===== src/uartRxPkg.sv =====
package uartRxPkg;

	// Frame format is fixed at 8N1
	// Start bit low, eight data bits LSB first, one stop bit high
	// No parity bit is carried on the line

	// Data bits per frame
	localparam int dataBits = 8;

	// One received byte as it leaves the deframer
	// Same type travels through the FIFO to the consumer
	typedef logic [dataBits-1:0] rxByte_t;

	// Deframer states
	// idle      line high, waiting for a falling edge
	// start     counting half a bit to the middle of the start bit
	// data      sampling the data bits one full bit apart
	// stop      counting to the middle of the stop bit
	// waitIdle  bad stop bit seen, waiting for the line to go high again
	typedef enum logic [2:0] {
		idle     = 3'd0,
		start    = 3'd1,
		data     = 3'd2,
		stop     = 3'd3,
		waitIdle = 3'd4
	} rxState_t;

	// Encodings 5 to 7 are unused
	// The deframer falls back to idle if it ever lands there

	// Notes on timing
	// The line filter adds four cycles of latency to rxd
	// The start sample lands half a bit after the filtered falling edge
	// Each further sample is one full bit later
	// The stop sample is nine bits after the start sample

endpackage


===== src/rxLineFilter.sv =====
module rxLineFilter (
	input  logic clk,
	input  logic arstN,
	input  logic rxd,
	output logic lineLevel,
	output logic lineFall
);

	// Two-flop synchronizer on the raw serial input
	logic syncMeta;
	logic syncOut;

	// Two older synchronized samples for the vote
	logic [1:0] history;

	// Majority of the newest three samples
	logic vote;

	// Any two of three decide the level
	// A single low sample is outvoted
	assign vote = (syncOut & history[0]) | (syncOut & history[1]) | (history[0] & history[1]);

	always_ff @(posedge clk or negedge arstN) begin
		if (!arstN) begin
			// Idle line is high, so everything starts high
			syncMeta  <= 1'b1;
			syncOut   <= 1'b1;
			history   <= 2'b11;
			lineLevel <= 1'b1;
			lineFall  <= 1'b0;
		end else begin
			syncMeta <= rxd;
			syncOut  <= syncMeta;
			// Shift the synchronized bit into the history
			history  <= {history[0], syncOut};
			// Registered vote gives the fourth cycle of latency
			lineLevel <= vote;
			// High for the first cycle that lineLevel reads low
			lineFall  <= lineLevel & ~vote;
		end
	end

endmodule


===== src/rxDeframer.sv =====
module rxDeframer #(
	parameter int clkPerBit = 1831
) (
	input  logic               clk,
	input  logic               arstN,
	input  logic               lineLevel,
	input  logic               lineFall,
	output uartRxPkg::rxByte_t byteData,
	output logic               bytePush,
	output logic               frameErr
);

	// Counter wide enough for a full bit time
	localparam int cntW = $clog2(clkPerBit);
	// Index wide enough to count the data bits
	localparam int idxW = $clog2(uartRxPkg::dataBits);

	// Reload values, the counter expires on zero
	localparam logic [cntW-1:0] halfBit = cntW'(clkPerBit / 2 - 1);
	localparam logic [cntW-1:0] fullBit = cntW'(clkPerBit - 1);
	localparam logic [idxW-1:0] lastBit = idxW'(uartRxPkg::dataBits - 1);

	uartRxPkg::rxState_t state;

	// Bit-timing counter and data bit index
	logic [cntW-1:0] bitCnt;
	logic [idxW-1:0] bitIdx;

	// Middle of the current bit reached
	logic sampleNow;

	// Data shift register
	uartRxPkg::rxByte_t shiftReg;

	assign sampleNow = (bitCnt == '0);

	always_ff @(posedge clk or negedge arstN) begin
		if (!arstN) begin
			state    <= uartRxPkg::idle;
			bitCnt   <= '0;
			bitIdx   <= '0;
			bytePush <= 1'b0;
			frameErr <= 1'b0;
		end else begin
			// Strobes are single cycle by default
			bytePush <= 1'b0;
			frameErr <= 1'b0;
			case (state)
				uartRxPkg::idle: begin
					// Falling edge may be a start bit
					if (lineFall) begin
						bitCnt <= halfBit;
						state  <= uartRxPkg::start;
					end
				end
				uartRxPkg::start: begin
					if (sampleNow) begin
						// Start bit still low in its middle
						if (!lineLevel) begin
							bitCnt <= fullBit;
							bitIdx <= '0;
							state  <= uartRxPkg::data;
						end else begin
							// False start, the low was too short
							state <= uartRxPkg::idle;
						end
					end else begin
						bitCnt <= bitCnt - 1'b1;
					end
				end
				uartRxPkg::data: begin
					if (sampleNow) begin
						bitCnt <= fullBit;
						if (bitIdx == lastBit) begin
							state <= uartRxPkg::stop;
						end else begin
							bitIdx <= bitIdx + 1'b1;
						end
					end else begin
						bitCnt <= bitCnt - 1'b1;
					end
				end
				uartRxPkg::stop: begin
					if (sampleNow) begin
						if (lineLevel) begin
							// Good frame, hand the byte to the FIFO
							bytePush <= 1'b1;
							state    <= uartRxPkg::idle;
						end else begin
							// Stop bit low, drop the byte
							frameErr <= 1'b1;
							state    <= uartRxPkg::waitIdle;
						end
					end else begin
						bitCnt <= bitCnt - 1'b1;
					end
				end
				uartRxPkg::waitIdle: begin
					// Line may be held low (break), wait for it to release
					if (lineLevel) begin
						state <= uartRxPkg::idle;
					end
				end
				default: begin
					state <= uartRxPkg::idle;
				end
			endcase
		end
	end

	// Data bits arrive LSB first, so shift in from the top
	always_ff @(posedge clk) begin
		if (state == uartRxPkg::data && sampleNow) begin
			shiftReg <= {lineLevel, shiftReg[uartRxPkg::dataBits-1:1]};
		end
	end

	// Stable from the last data sample until the next frame
	assign byteData = shiftReg;

endmodule


===== src/rxByteFifo.sv =====
module rxByteFifo #(
	parameter int fifoDepth = 4
) (
	input  logic               clk,
	input  logic               arstN,
	input  uartRxPkg::rxByte_t byteData,
	input  logic               bytePush,
	output uartRxPkg::rxByte_t rxData,
	output logic               rxValid,
	input  logic               rxReady,
	output logic               overrun
);

	// Depth is a power of two, pointers wrap by themselves
	localparam int ptrW = $clog2(fifoDepth);
	localparam logic [ptrW:0] fullCount = (ptrW + 1)'(fifoDepth);

	uartRxPkg::rxByte_t mem [fifoDepth];

	logic [ptrW-1:0] wrPtr;
	logic [ptrW-1:0] rdPtr;
	// One bit wider than the pointers to tell full from empty
	logic [ptrW:0]   count;

	logic full;
	logic pop;
	logic pushOk;

	assign full = (count == fullCount);
	// Consumer takes the head entry
	assign pop = rxValid & rxReady;
	// A pop in the same cycle frees the slot for the push
	assign pushOk = bytePush & (~full | pop);

	always_ff @(posedge clk or negedge arstN) begin
		if (!arstN) begin
			wrPtr   <= '0;
			rdPtr   <= '0;
			count   <= '0;
			overrun <= 1'b0;
		end else begin
			if (pushOk) begin
				wrPtr <= wrPtr + 1'b1;
			end
			if (pop) begin
				rdPtr <= rdPtr + 1'b1;
			end
			// Count only moves when exactly one side acts
			if (pushOk && !pop) begin
				count <= count + 1'b1;
			end else if (pop && !pushOk) begin
				count <= count - 1'b1;
			end
			// Lost byte, one-cycle pulse
			overrun <= bytePush & ~pushOk;
		end
	end

	// Storage write
	always_ff @(posedge clk) begin
		if (pushOk) begin
			mem[wrPtr] <= byteData;
		end
	end

	// Head entry is always on the output
	assign rxData  = mem[rdPtr];
	assign rxValid = (count != '0);

endmodule


===== src/uartRxTop.sv =====
module uartRxTop #(
	parameter int clkPerBit = 1831,
	parameter int fifoDepth = 4
) (
	input  logic               clk,
	input  logic               arstN,
	input  logic               rxd,
	output uartRxPkg::rxByte_t rxData,
	output logic               rxValid,
	input  logic               rxReady,
	output logic               frameErr,
	output logic               overrun
);

	// Filtered line and its falling-edge strobe
	logic lineLevel;
	logic lineFall;

	// Deframed byte towards the FIFO
	uartRxPkg::rxByte_t byteData;
	logic               bytePush;

	rxLineFilter u_lineFilter (
		.clk       (clk),
		.arstN     (arstN),
		.rxd       (rxd),
		.lineLevel (lineLevel),
		.lineFall  (lineFall)
	);

	rxDeframer #(
		.clkPerBit (clkPerBit)
	) u_deframer (
		.clk       (clk),
		.arstN     (arstN),
		.lineLevel (lineLevel),
		.lineFall  (lineFall),
		.byteData  (byteData),
		.bytePush  (bytePush),
		.frameErr  (frameErr)
	);

	rxByteFifo #(
		.fifoDepth (fifoDepth)
	) u_byteFifo (
		.clk      (clk),
		.arstN    (arstN),
		.byteData (byteData),
		.bytePush (bytePush),
		.rxData   (rxData),
		.rxValid  (rxValid),
		.rxReady  (rxReady),
		.overrun  (overrun)
	);

endmodule


===== config.mk =====
export PLATFORM = sky130hd
export DESIGN_NAME = uartRxTop
export DESIGN_NICKNAME = d
export VERILOG_FILES = /design/src/uartRxPkg.sv /design/src/rxLineFilter.sv /design/src/rxDeframer.sv /design/src/rxByteFifo.sv /design/src/uartRxTop.sv
export SDC_FILE = /design/constraint.sdc
export NUM_CORES = 1
export LEC_CHECK = 0
export ABC_CLOCK_PERIOD_IN_PS = 4000
export BUFFER_PORTS_ARGS = -buffer_cell sky130_fd_sc_hd__clkbuf_2
export CAP_MARGIN = 40
export CORE_MARGIN = 2
export CORE_UTILIZATION = 38
export CTS_CLUSTER_DIAMETER = 50
export CTS_CLUSTER_SIZE = 40
export DETAILED_ROUTE_END_ITERATION = 10
export GPL_ROUTABILITY_DRIVEN = 0
export PLACE_DENSITY_LB_ADDON = 0.3
export SLEW_MARGIN = 20
export SYNTH_ARGS = -nofsm -noshare
export SYNTH_HDL_FRONTEND = slang
export SYNTH_HIERARCHICAL = 1
export SYNTH_SLANG_ARGS = --single-unit

===== constraint.sdc =====
create_clock -name clk -period 4 [get_ports clk]
set_input_delay 0.4 -clock clk [delete_from_list [all_inputs] [get_ports clk]]
set_output_delay 0.4 -clock clk [all_outputs]
set_load 0.005 [all_outputs]

==> reports/metrics.yaml, run 1 <==
htree_levels: 3
setup_violations: 0
maxSlewViolCount: 0
core_um2: 8220
critPathKind: "register to register"
cp-start-kind: "register"
ff_latch_area_um2: 2030
initial_core_util: 0.391
ys_ff_latch: 73
path_buf_inv: 1
ios: 15
stdcell_count: 349
fp.dieH_um: 95.9
port_buffers: 14
synth_fp_nets: 235
final.min_clock_period_ns: 2.47
drt-pass1-iter-count: 4
clock-root-buffer: "clkbuf_8"
drive_gt1_frac: 0.250
timing.final.hold_violations: 0
placed_cells: 331
cp_cell_sequence: "inv_1 > ha_1 > or4b_4 > or3_1 > or3_4 > mux2_4"
setup-tns-final_ns: 0
hold_slack_ns: 0.136
max_freq_ghz: 0.405
critPathRequiredTime_ns: 4.24
critPathMaxFanout: 11
slew_headroom: 0.417
multi_input_area_um2: 1080
cap_violations: 0
drt-total-wl_mm: 5.29
clk_latency_ns: 0.34
status: "finished, final reports clean"
diodes: 0
p_total_uw: 1860
worst_pin_slew_ns: 0.866
cp.arrival_ns: 2.70
clk_path_buf_depth: 2
ys_async_sr_fraction: 0.452
drt-initial-drc-count: 55
period_share: 0.617
syn_avg_cell_area_um2: 14.5
slowest_delay_ns: 0.52
fp-row-count: 33
fillers: 728
fin_nets: 253
clock_sinks: 73
grt_pass1_vias: 1759
syn_inst: 221
post-route-drc-count: 0
synth_flop_cell: "edfxtp_1"
num_vias: 1817
vias_per_cell: 5.21
hpwl_mm: 3.53
synth_warnings: 6
leakagePower_uw: 0.00133
grt_pass1_wl_mm: 9.07
max-vdd-ir-drop_v: 0.000170
grt_overflow: 0
placed_cell_area_um2: 3390
dieArea_um2: 9200
wl_per_cell_um: 15.2
track_usage: 0.136
ys_types: 50
cts_buffers: 9
synth_edf_count: 40
grt_start_max_net_pins: 24
seq_area_frac_synth: 0.633
hold_path.class: "primary input to register"
syn_area_um2: 3210
cts_resized: 0
rsz0062_at_grt: "no"
die_x_um: 95.9
cts_tree: "built"
critical_path.slowest_cell: "or3_1"
clock_skew_ns: 0.00988
powerDensity_nw_per_um2: 519
area_delta_synth_final_pct: 11.7
drtAntennaViolNets: 0
crit_family: "simple AND/OR/NAND/NOR gates"
clkTransAtPathRegs_ns: 0.08
stdcell_area_um2: 3590
end_kind: "register"
antenna_found_initial: 0
-- synth_stat cells, drive strengths merged (2+ instances only) --
cell type	number	area, µm²
edfxtp	40	1200
dfrtp	28	701
nor2	11	41.3
ha	9	113
inv	9	33.8
mux4	8	180
nor3	8	40.0
buf	7	45.0
nand2	7	26.3
o21ai	7	35.0
or3	6	43.8
a2bb2oi	5	43.8
and2	5	37.5
dfstp	5	131
nor4	5	46.3
xnor2	5	43.8
a21oi	4	20.0
clkbuf	4	15.0
mux2	4	52.6
nor2b	4	25.0
o211ai	4	30.0
a22o	3	26.3
nand3	3	15.0
or4	3	22.5
a22oi	2	15.0
nand2b	2	12.5
nand4	2	12.5
o211a	2	20.0
o22a	2	17.5
o31ai	2	15.0
xor2	2	17.5
-- metrics by stage --
stage	utilization	worst slack (ns)
floorplan	-	1.40
global placement	0.409	1.59
detailed placement	0.412	1.55
CTS	0.436	1.53
global route	0.436	1.47
finish	0.436	1.53
-- path summary, 6_finish.rpt --
path	startpoint	cells past startpoint	slack, ns	to
max	u_deframer/bitCnt[0]$_DFFE_PN0P_	6	1.53	u_deframer/bitIdx[0]$_DFFE_PN0P_
min in group asynchronous	arstN	2	0.48	u_deframer/bitIdx[0]$_DFFE_PN0P_
max reg2reg	u_deframer/bitCnt[0]$_DFFE_PN0P_	6	1.53	u_deframer/bitIdx[0]$_DFFE_PN0P_
min reg2reg	u_lineFilter/syncMeta$_DFF_PN1_	0	0.36	u_lineFilter/syncOut$_DFF_PN1_
min	rxd	1	0.14	u_lineFilter/syncMeta$_DFF_PN1_
max in group asynchronous	arstN	3	3.02	u_lineFilter/history[1]$_DFF_PN1_
-- worst register-to-register path, delay by kind of cell (launching register included) --
family                   cells  cell delay (ns)
multiplexers                 1             0.26
adder cells (fa/ha/maj)      1             0.14
AND/OR/NAND/NOR              3             1.48
buffers and inverters        1             0.10
flip-flops                   1             0.41
-- layout make-up --
cell class	instances	share of cell area
Sequential cell	73	0.567
Multi-Input combinational cell	128	0.302
Inverter	9	0.00942
Clock buffer	9	0.0345
Tap cell	105	0.0366
Clock inverter	7	0.0167
Timing Repair Buffer	18	0.0335
-- logic make-up after synthesis --
| group | Yosys count | synth area share |
|---|---|---|
| muxes | 13 | 0.0756 |
| buffers and inverters | 20 | 0.0292 |
| AOI/OAI and AO/OA | 37 | 0.0842 |
| xor gates and xnor gates | 7 | 0.0191 |
| DFF | 73 | 0.633 |
| and+or+nand+nor | 60 | 0.114 |
| adders and majority gates | 11 | 0.0448 |
-- registers in the layout, summed over array words and instances, names as in the netlist --
name and count:
u_lineFilter/syncMeta 1, u_deframer/byteData 8, u_lineFilter/lineLevel 1, u_lineFilter/lineFall 1, u_deframer/bitIdx 3, u_deframer/state 3
u_deframer/frameErr 1, u_lineFilter/syncOut 1, u_deframer/bitCnt 11, u_byteFifo/mem 32, u_deframer/bytePush 1, u_byteFifo/overrun 1
u_byteFifo/wrPtr 2, u_byteFifo/count 3, u_byteFifo/rdPtr 2, u_lineFilter/history 2
-- power by group --
part,internal (µW),switching (µW)
Clock,235,294
Sequential,846,111
Combinational,213,163
-- what timing repair did --
item                      4_1_cts  5_1_grt
setup buffers                   0        0
hold buffers                    1        0
hold endpoints to repair       10        0
-- placed cells by master (no fill, tap or decap), drive strengths merged, types with 6 or more instances in the layout --
cell	instances
edfxtp	40
dfrtp	28
clkbuf	23
inv	13
nor2	11
ha	9
mux4	8
nor3	8
nand2	7
o21ai	7
or3	6
-- metal layers --
metal | wire (µm) | global-route usage
met1 | 2360 | 0.163
met2 | 2650 | 0.216
met3 | 214 | 0.0486
met4 | 63 | 0.0679
met5 | 0 | 0
Power figures use the tool's default switching activity.
==> inputs of run 2 (changes only) <==
--- a/config.mk
+++ b/config.mk
@@ -5,7 +5,7 @@
 export SDC_FILE = /design/constraint.sdc
 export NUM_CORES = 1
 export LEC_CHECK = 0
-export ABC_CLOCK_PERIOD_IN_PS = 4000
+export ABC_CLOCK_PERIOD_IN_PS = 2300
 export BUFFER_PORTS_ARGS = -buffer_cell sky130_fd_sc_hd__clkbuf_2
 export CAP_MARGIN = 40
 export CORE_MARGIN = 2
==> constraint.sdc (replaced) <==
create_clock -name clk -period 2.3 [get_ports clk]
set_input_delay 0.23 -clock clk [delete_from_list [all_inputs] [get_ports clk]]
set_output_delay 0.23 -clock clk [all_outputs]
set_load 0.005 [all_outputs]
==> run 2 against run 1 <==
  * Largest power group unchanged
  * Global-route usage increased by 0.67 points
  * Utilization increased by 1.4 points
  * Largest cell class unchanged
  * Routed wire length increased by 4.8%
  * Final cell count increased by 3.7%
  * Critical path type unchanged
  * Critical endpoint unchanged
  * Die area unchanged
==> reports/metrics.yaml, run 2 (synthesis results as in run 1) <==
crit_family: "simple AND/OR/NAND/NOR gates"
largest_reg_flops: 32
htree_levels: 3
clock_skew_ns: 0.0104
critPathRequiredTime_ns: 2.53
drive_gt1_frac: 0.292
hold_path_end: "u_byteFifo/rdPtr[1]$_DFFE_PN0P_"
cts_buffers: 9
drtAntennaViolNets: 0
setup_violations: 0
most-common-layout-cells: "40 x edfxtp_1, 28 x dfrtp_1, 14 x clkbuf_2"
post-route-util: 0.450
clkTransAtPathRegs_ns: 0.09
cpMostUsedCell: "or3_4"
multi_input_area_um2: 1100
track_usage: 0.142
hold_depth: 3
initial_core_util: 0.391
num_vias: 1867
slew_headroom: 0.616
max-vdd-ir-drop_v: 0.000334
rr_worst_depth: 6
vias_per_cell: 5.16
drt-initial-drc-count: 110
powerDensity_nw_per_um2: 892
cp.arrival_ns: 2.42
timing.rr.start: "u_deframer/bitCnt[0]$_DFFE_PN0P_"
core_um2: 8220
wl_met2_mm: 2.50
antenna_found_initial: 0
cp_cell_sequence: "inv_1 > ha_1 > or4b_4 > or3_4 > or3_4 > mux2_4"
status: "finished, final reports clean"
cp_num_cells: 6
dieArea_um2: 9200
mostFrequentLayoutCell: "edfxtp_1"
drt-pass1-iter-count: 4
top_register: "u_byteFifo/mem"
clock_sinks: 73
rsz0062_at_grt: "no"
leakagePower_uw: 0.00139
clock-root-buffer: "clkbuf_8"
setup-tns-final_ns: 0
setup.worst_path.start: "u_deframer/bitCnt[0]$_DFFE_PN0P_"
timing.final.hold_violations: 0
ios: 15
port_buffers: 14
r2r_slack_ns: 0.10
dr.max_layer_used: "met4"
final.min_clock_period_ns: 2.20
period_share: 0.955
max_freq_ghz: 0.455
hp-start: "rxReady"
wl_per_cell_um: 15.3
cp-start-kind: "register"
path_buf_inv: 1
die_x_um: 95.9
cts_tree: "built"
critPathKind: "register to register"
ff_latch_area_um2: 2030
diodes: 0
grt_pass1_vias: 1898
grt_pass1_wl_mm: 9.78
drt-total-wl_mm: 5.55
area_delta_synth_final_pct: 15.3
dr_wl_met3_um: 331
maxSlewViolCount: 0
grt_start_max_net_pins: 27
fp-row-count: 33
cap_violations: 0
fillers: 753
fp.dieH_um: 95.9
wl_met1_mm: 2.62
critPathMaxFanout: 4
end_kind: "register"
clk_latency_ns: 0.35
r2r_end: "u_deframer/bitIdx[0]$_DFFE_PN0P_"
clk_path_buf_depth: 2
critical_path.slowest_cell: "or4b_4"
slowest_delay_ns: 0.48
hpwl_mm: 3.81
fin_nets: 266
grt_overflow: 0
worst_pin_slew_ns: 0.575
post-route-drc-count: 0
hold_path.class: "primary input to register"
-- run 2: cell types whose count changed in the layout (fill, tap and decap cells not counted), moves of 2 or more --
cell	change
clkinvlp_4	-2
clkinv_4	+2
inv_6	-2
buf_4	+12
buf_12	+2
-- run 2: how the worst max path moves through the flow --
stage | end | slack (ns)
after CTS | u_deframer/byteData[2]$_DFFE_PP_ | 0.05
after detailed placement | u_deframer/byteData[6]$_DFFE_PP_ | 0.06
after global routing | u_deframer/bitCnt[4]$_DFFE_PN0P_ | 0.002
after floorplan | u_deframer/byteData[0]$_DFFE_PP_ | 0.06
final | u_deframer/bitIdx[0]$_DFFE_PN0P_ | 0.10
after global placement | u_deframer/byteData[4]$_DFFE_PP_ | 0.08
-- run 2: per-stage QoR --
step,power (µW),cell area (µm²),cells,worst slack [ns],hold slack (ns)
2_1_floorplan,2150,3220,221,0.0634,-0.0656
3_3_place_gp,2420,3470,342,0.0816,0.319
3_5_place_dp,2440,3490,343,0.0590,0.109
4_1_cts,3330,3680,361,0.0481,0.168
5_1_grt,3520,3700,362,0.00175,0.200
6_report,3300,3700,362,0.103,0.170
-- run 2: what timing repair did --
item	in CTS	in global routing
endpoints found under the hold margin	8	0
endpoints found under the setup margin	0	12
hold buffers	2	0
gates resized for setup	0	3
buffers inserted	0	1
-- run 2: routing by layer --
metal  up-vias  track usage
li1        896            -
met1       901        0.199
met2        63        0.216
met3         7       0.0305
met4         0       0.0607
met5         -            0
-- run 2: area by class of cell --
type / instances / share of cell area
multi-input combinational: 128 / 0.299
clock inverter: 6 / 0.0115
clock buffer: 10 / 0.0345
timing repair buffer: 31 / 0.0615
inverter: 9 / 0.00913
tap: 105 / 0.0355
sequential: 73 / 0.549
-- run 2: worst min-delay path, delay by kind of cell --
family        cells  cell delay (ns)
xor+xnor          1             0.06
buf+inv           1             0.10
simple gates      1             0.09
-- run 2: report_power, final --
part           switching (µW)  internal, µW
sequential                160          1470
clock                     483           394
combinational             346           445
==> inputs of run 3 (changes only) <==
--- a/config.mk
+++ b/config.mk
@@ -10,6 +10,7 @@
 export CAP_MARGIN = 40
 export CORE_MARGIN = 2
 export CORE_UTILIZATION = 38
+export CTS_BUF_LIST = sky130_fd_sc_hd__clkbuf_4 sky130_fd_sc_hd__clkbuf_8
 export CTS_CLUSTER_DIAMETER = 50
 export CTS_CLUSTER_SIZE = 40
 export DETAILED_ROUTE_END_ITERATION = 10
==> run 3 against run 2 <==
  * Clock skew is essentially flat
  * Combinational power is essentially flat
  * Worst setup slack improved by 0.00055 ns
  * Sequential share of layout area decreased by 0.056 points
  * Count of clock-buffer cells in the layout unchanged
==> reports/metrics.yaml, run 3 (synthesis results as in run 1) <==
powerDensity_nw_per_um2: 895
fin_nets: 266
grt_pass1_vias: 1896
port_buffers: 14
max_freq_ghz: 0.455
clk_path_buf_depth: 2
critical_path.slowest_cell: "or4b_4"
area_delta_synth_final_pct: 15.4
critPathMaxFanout: 4
drt-pass1-iter-count: 4
timing.final.hold_violations: 0
end_kind: "register"
hpwl_mm: 3.81
cp_cell_sequence: "inv_1 > ha_1 > or4b_4 > or3_4 > or3_4 > mux2_4"
cp.arrival_ns: 2.43
wl_per_cell_um: 15.5
worst_pin_slew_ns: 0.576
setup-tns-final_ns: 0
hold_path.class: "primary input to register"
largest_reg_flops: 32
final.min_clock_period_ns: 2.20
drt-initial-drc-count: 101
max-vdd-ir-drop_v: 0.000334
clk_latency_ns: 0.35
post-route-drc-count: 0
die_x_um: 95.9
grt_pass1_wl_mm: 9.79
diodes: 0
cap_violations: 0
maxSlewViolCount: 0
grt_overflow: 0
drt-total-wl_mm: 5.60
num_vias: 1863
clkTransAtPathRegs_ns: 0.09
fp.dieH_um: 95.9
top_register: "u_byteFifo/mem"
clock_sinks: 73
cts_buffers: 9
slowest_delay_ns: 0.48
initial_core_util: 0.391
vias_per_cell: 5.15
cp-start-kind: "register"
placed_cell_area_um2: 3490
post-route-util: 0.451
most-common-layout-cells: "40 x edfxtp_1, 28 x dfrtp_1, 14 x clkbuf_2"
fp-row-count: 33
critPathRequiredTime_ns: 2.53
grt_start_max_net_pins: 27
critPathKind: "register to register"
slew_headroom: 0.615
clock-root-buffer: "clkbuf_8"
dp_slack_ns: 0.0590
core_um2: 8220
status: "finished, final reports clean"
p_total_uw: 3320
cpMostUsedCell: "or3_4"
track_usage: 0.143
cts_tree: "built"
rsz0062_at_grt: "no"
period_share: 0.955
mostFrequentLayoutCell: "edfxtp_1"
drtAntennaViolNets: 0
leakagePower_uw: 0.00140
stdcell_area_um2: 3700
antenna_found_initial: 0
fin_ws_ns: 0.103
ios: 15
setup_violations: 0
clock_skew_ns: 0.0105
drive_gt1_frac: 0.296
dieArea_um2: 9200
htree_levels: 3
[run 3: area by class of cell]
class	instances	area, µm²
multi-input combinational	128	1100
clock buffer	10	131
clock inverter	6	42.5
sequential	73	2030
fill	753	4510
tap	105	131
inverter	9	33.8
timing repair buffer	31	228
[run 3: timing repair]
| action | in CTS | in global routing |
|---|---|---|
| hold buffers | 2 | 0 |
| setup endpoints to repair | 0 | 12 |
| resized for setup | 0 | 3 |
| hold endpoints to repair | 8 | 0 |
| setup buffers | 0 | 1 |
[run 3: worst max-delay path: cells and delay by family (launching register included)]
kind / cells / cell delay (ns)
multiplexers: 1 / 0.26
buffers and inverters: 1 / 0.08
AND/OR/NAND/NOR: 3 / 1.23
flip-flops: 1 / 0.38
adder cells (fa/ha/maj): 1 / 0.14
[run 3: worst paths after layout]
kind | cells past startpoint | endpoint | slack, ns | from
hold / removal | 3 | u_byteFifo/rdPtr[1]$_DFFE_PN0P_ | 0.17 | rxReady
setup reg to reg | 6 | u_deframer/bitIdx[0]$_DFFE_PN0P_ | 0.10 | u_deframer/bitCnt[0]$_DFFE_PN0P_
setup / recovery | 6 | u_deframer/bitIdx[0]$_DFFE_PN0P_ | 0.10 | u_deframer/bitCnt[0]$_DFFE_PN0P_
max in group asynchronous | 3 | u_lineFilter/lineLevel$_DFF_PN1_ | 1.53 | arstN
min in group asynchronous | 2 | u_deframer/bitCnt[1]$_DFFE_PN0P_ | 0.28 | arstN
hold reg to reg | 0 | u_lineFilter/syncOut$_DFF_PN1_ | 0.36 | u_lineFilter/syncMeta$_DFF_PN1_
[run 3: report_power, final]
group,switching [µW],internal [µW],leakage [µW],total (µW)
sequential,160,1470,0.000758,1630
clock,489,405,0.0000877,895
combinational,343,445,0.000550,789
[run 3: per-layer routing]
layer	global-route usage	share of wire	vias up
li1	-	-	897
met2	0.215	0.45	52
met4	0.0607	0.016	0
met3	0.0305	0.052	7
met1	0.200	0.48	907
met5	0	0	-
[run 3: per-stage QoR]
stage / hold WS (ns) / cells
after floorplan: -0.0656 / 221
final: 0.165 / 362
after global routing: 0.200 / 362
after global placement: 0.319 / 342
after detailed placement: 0.109 / 343
after CTS: 0.168 / 361
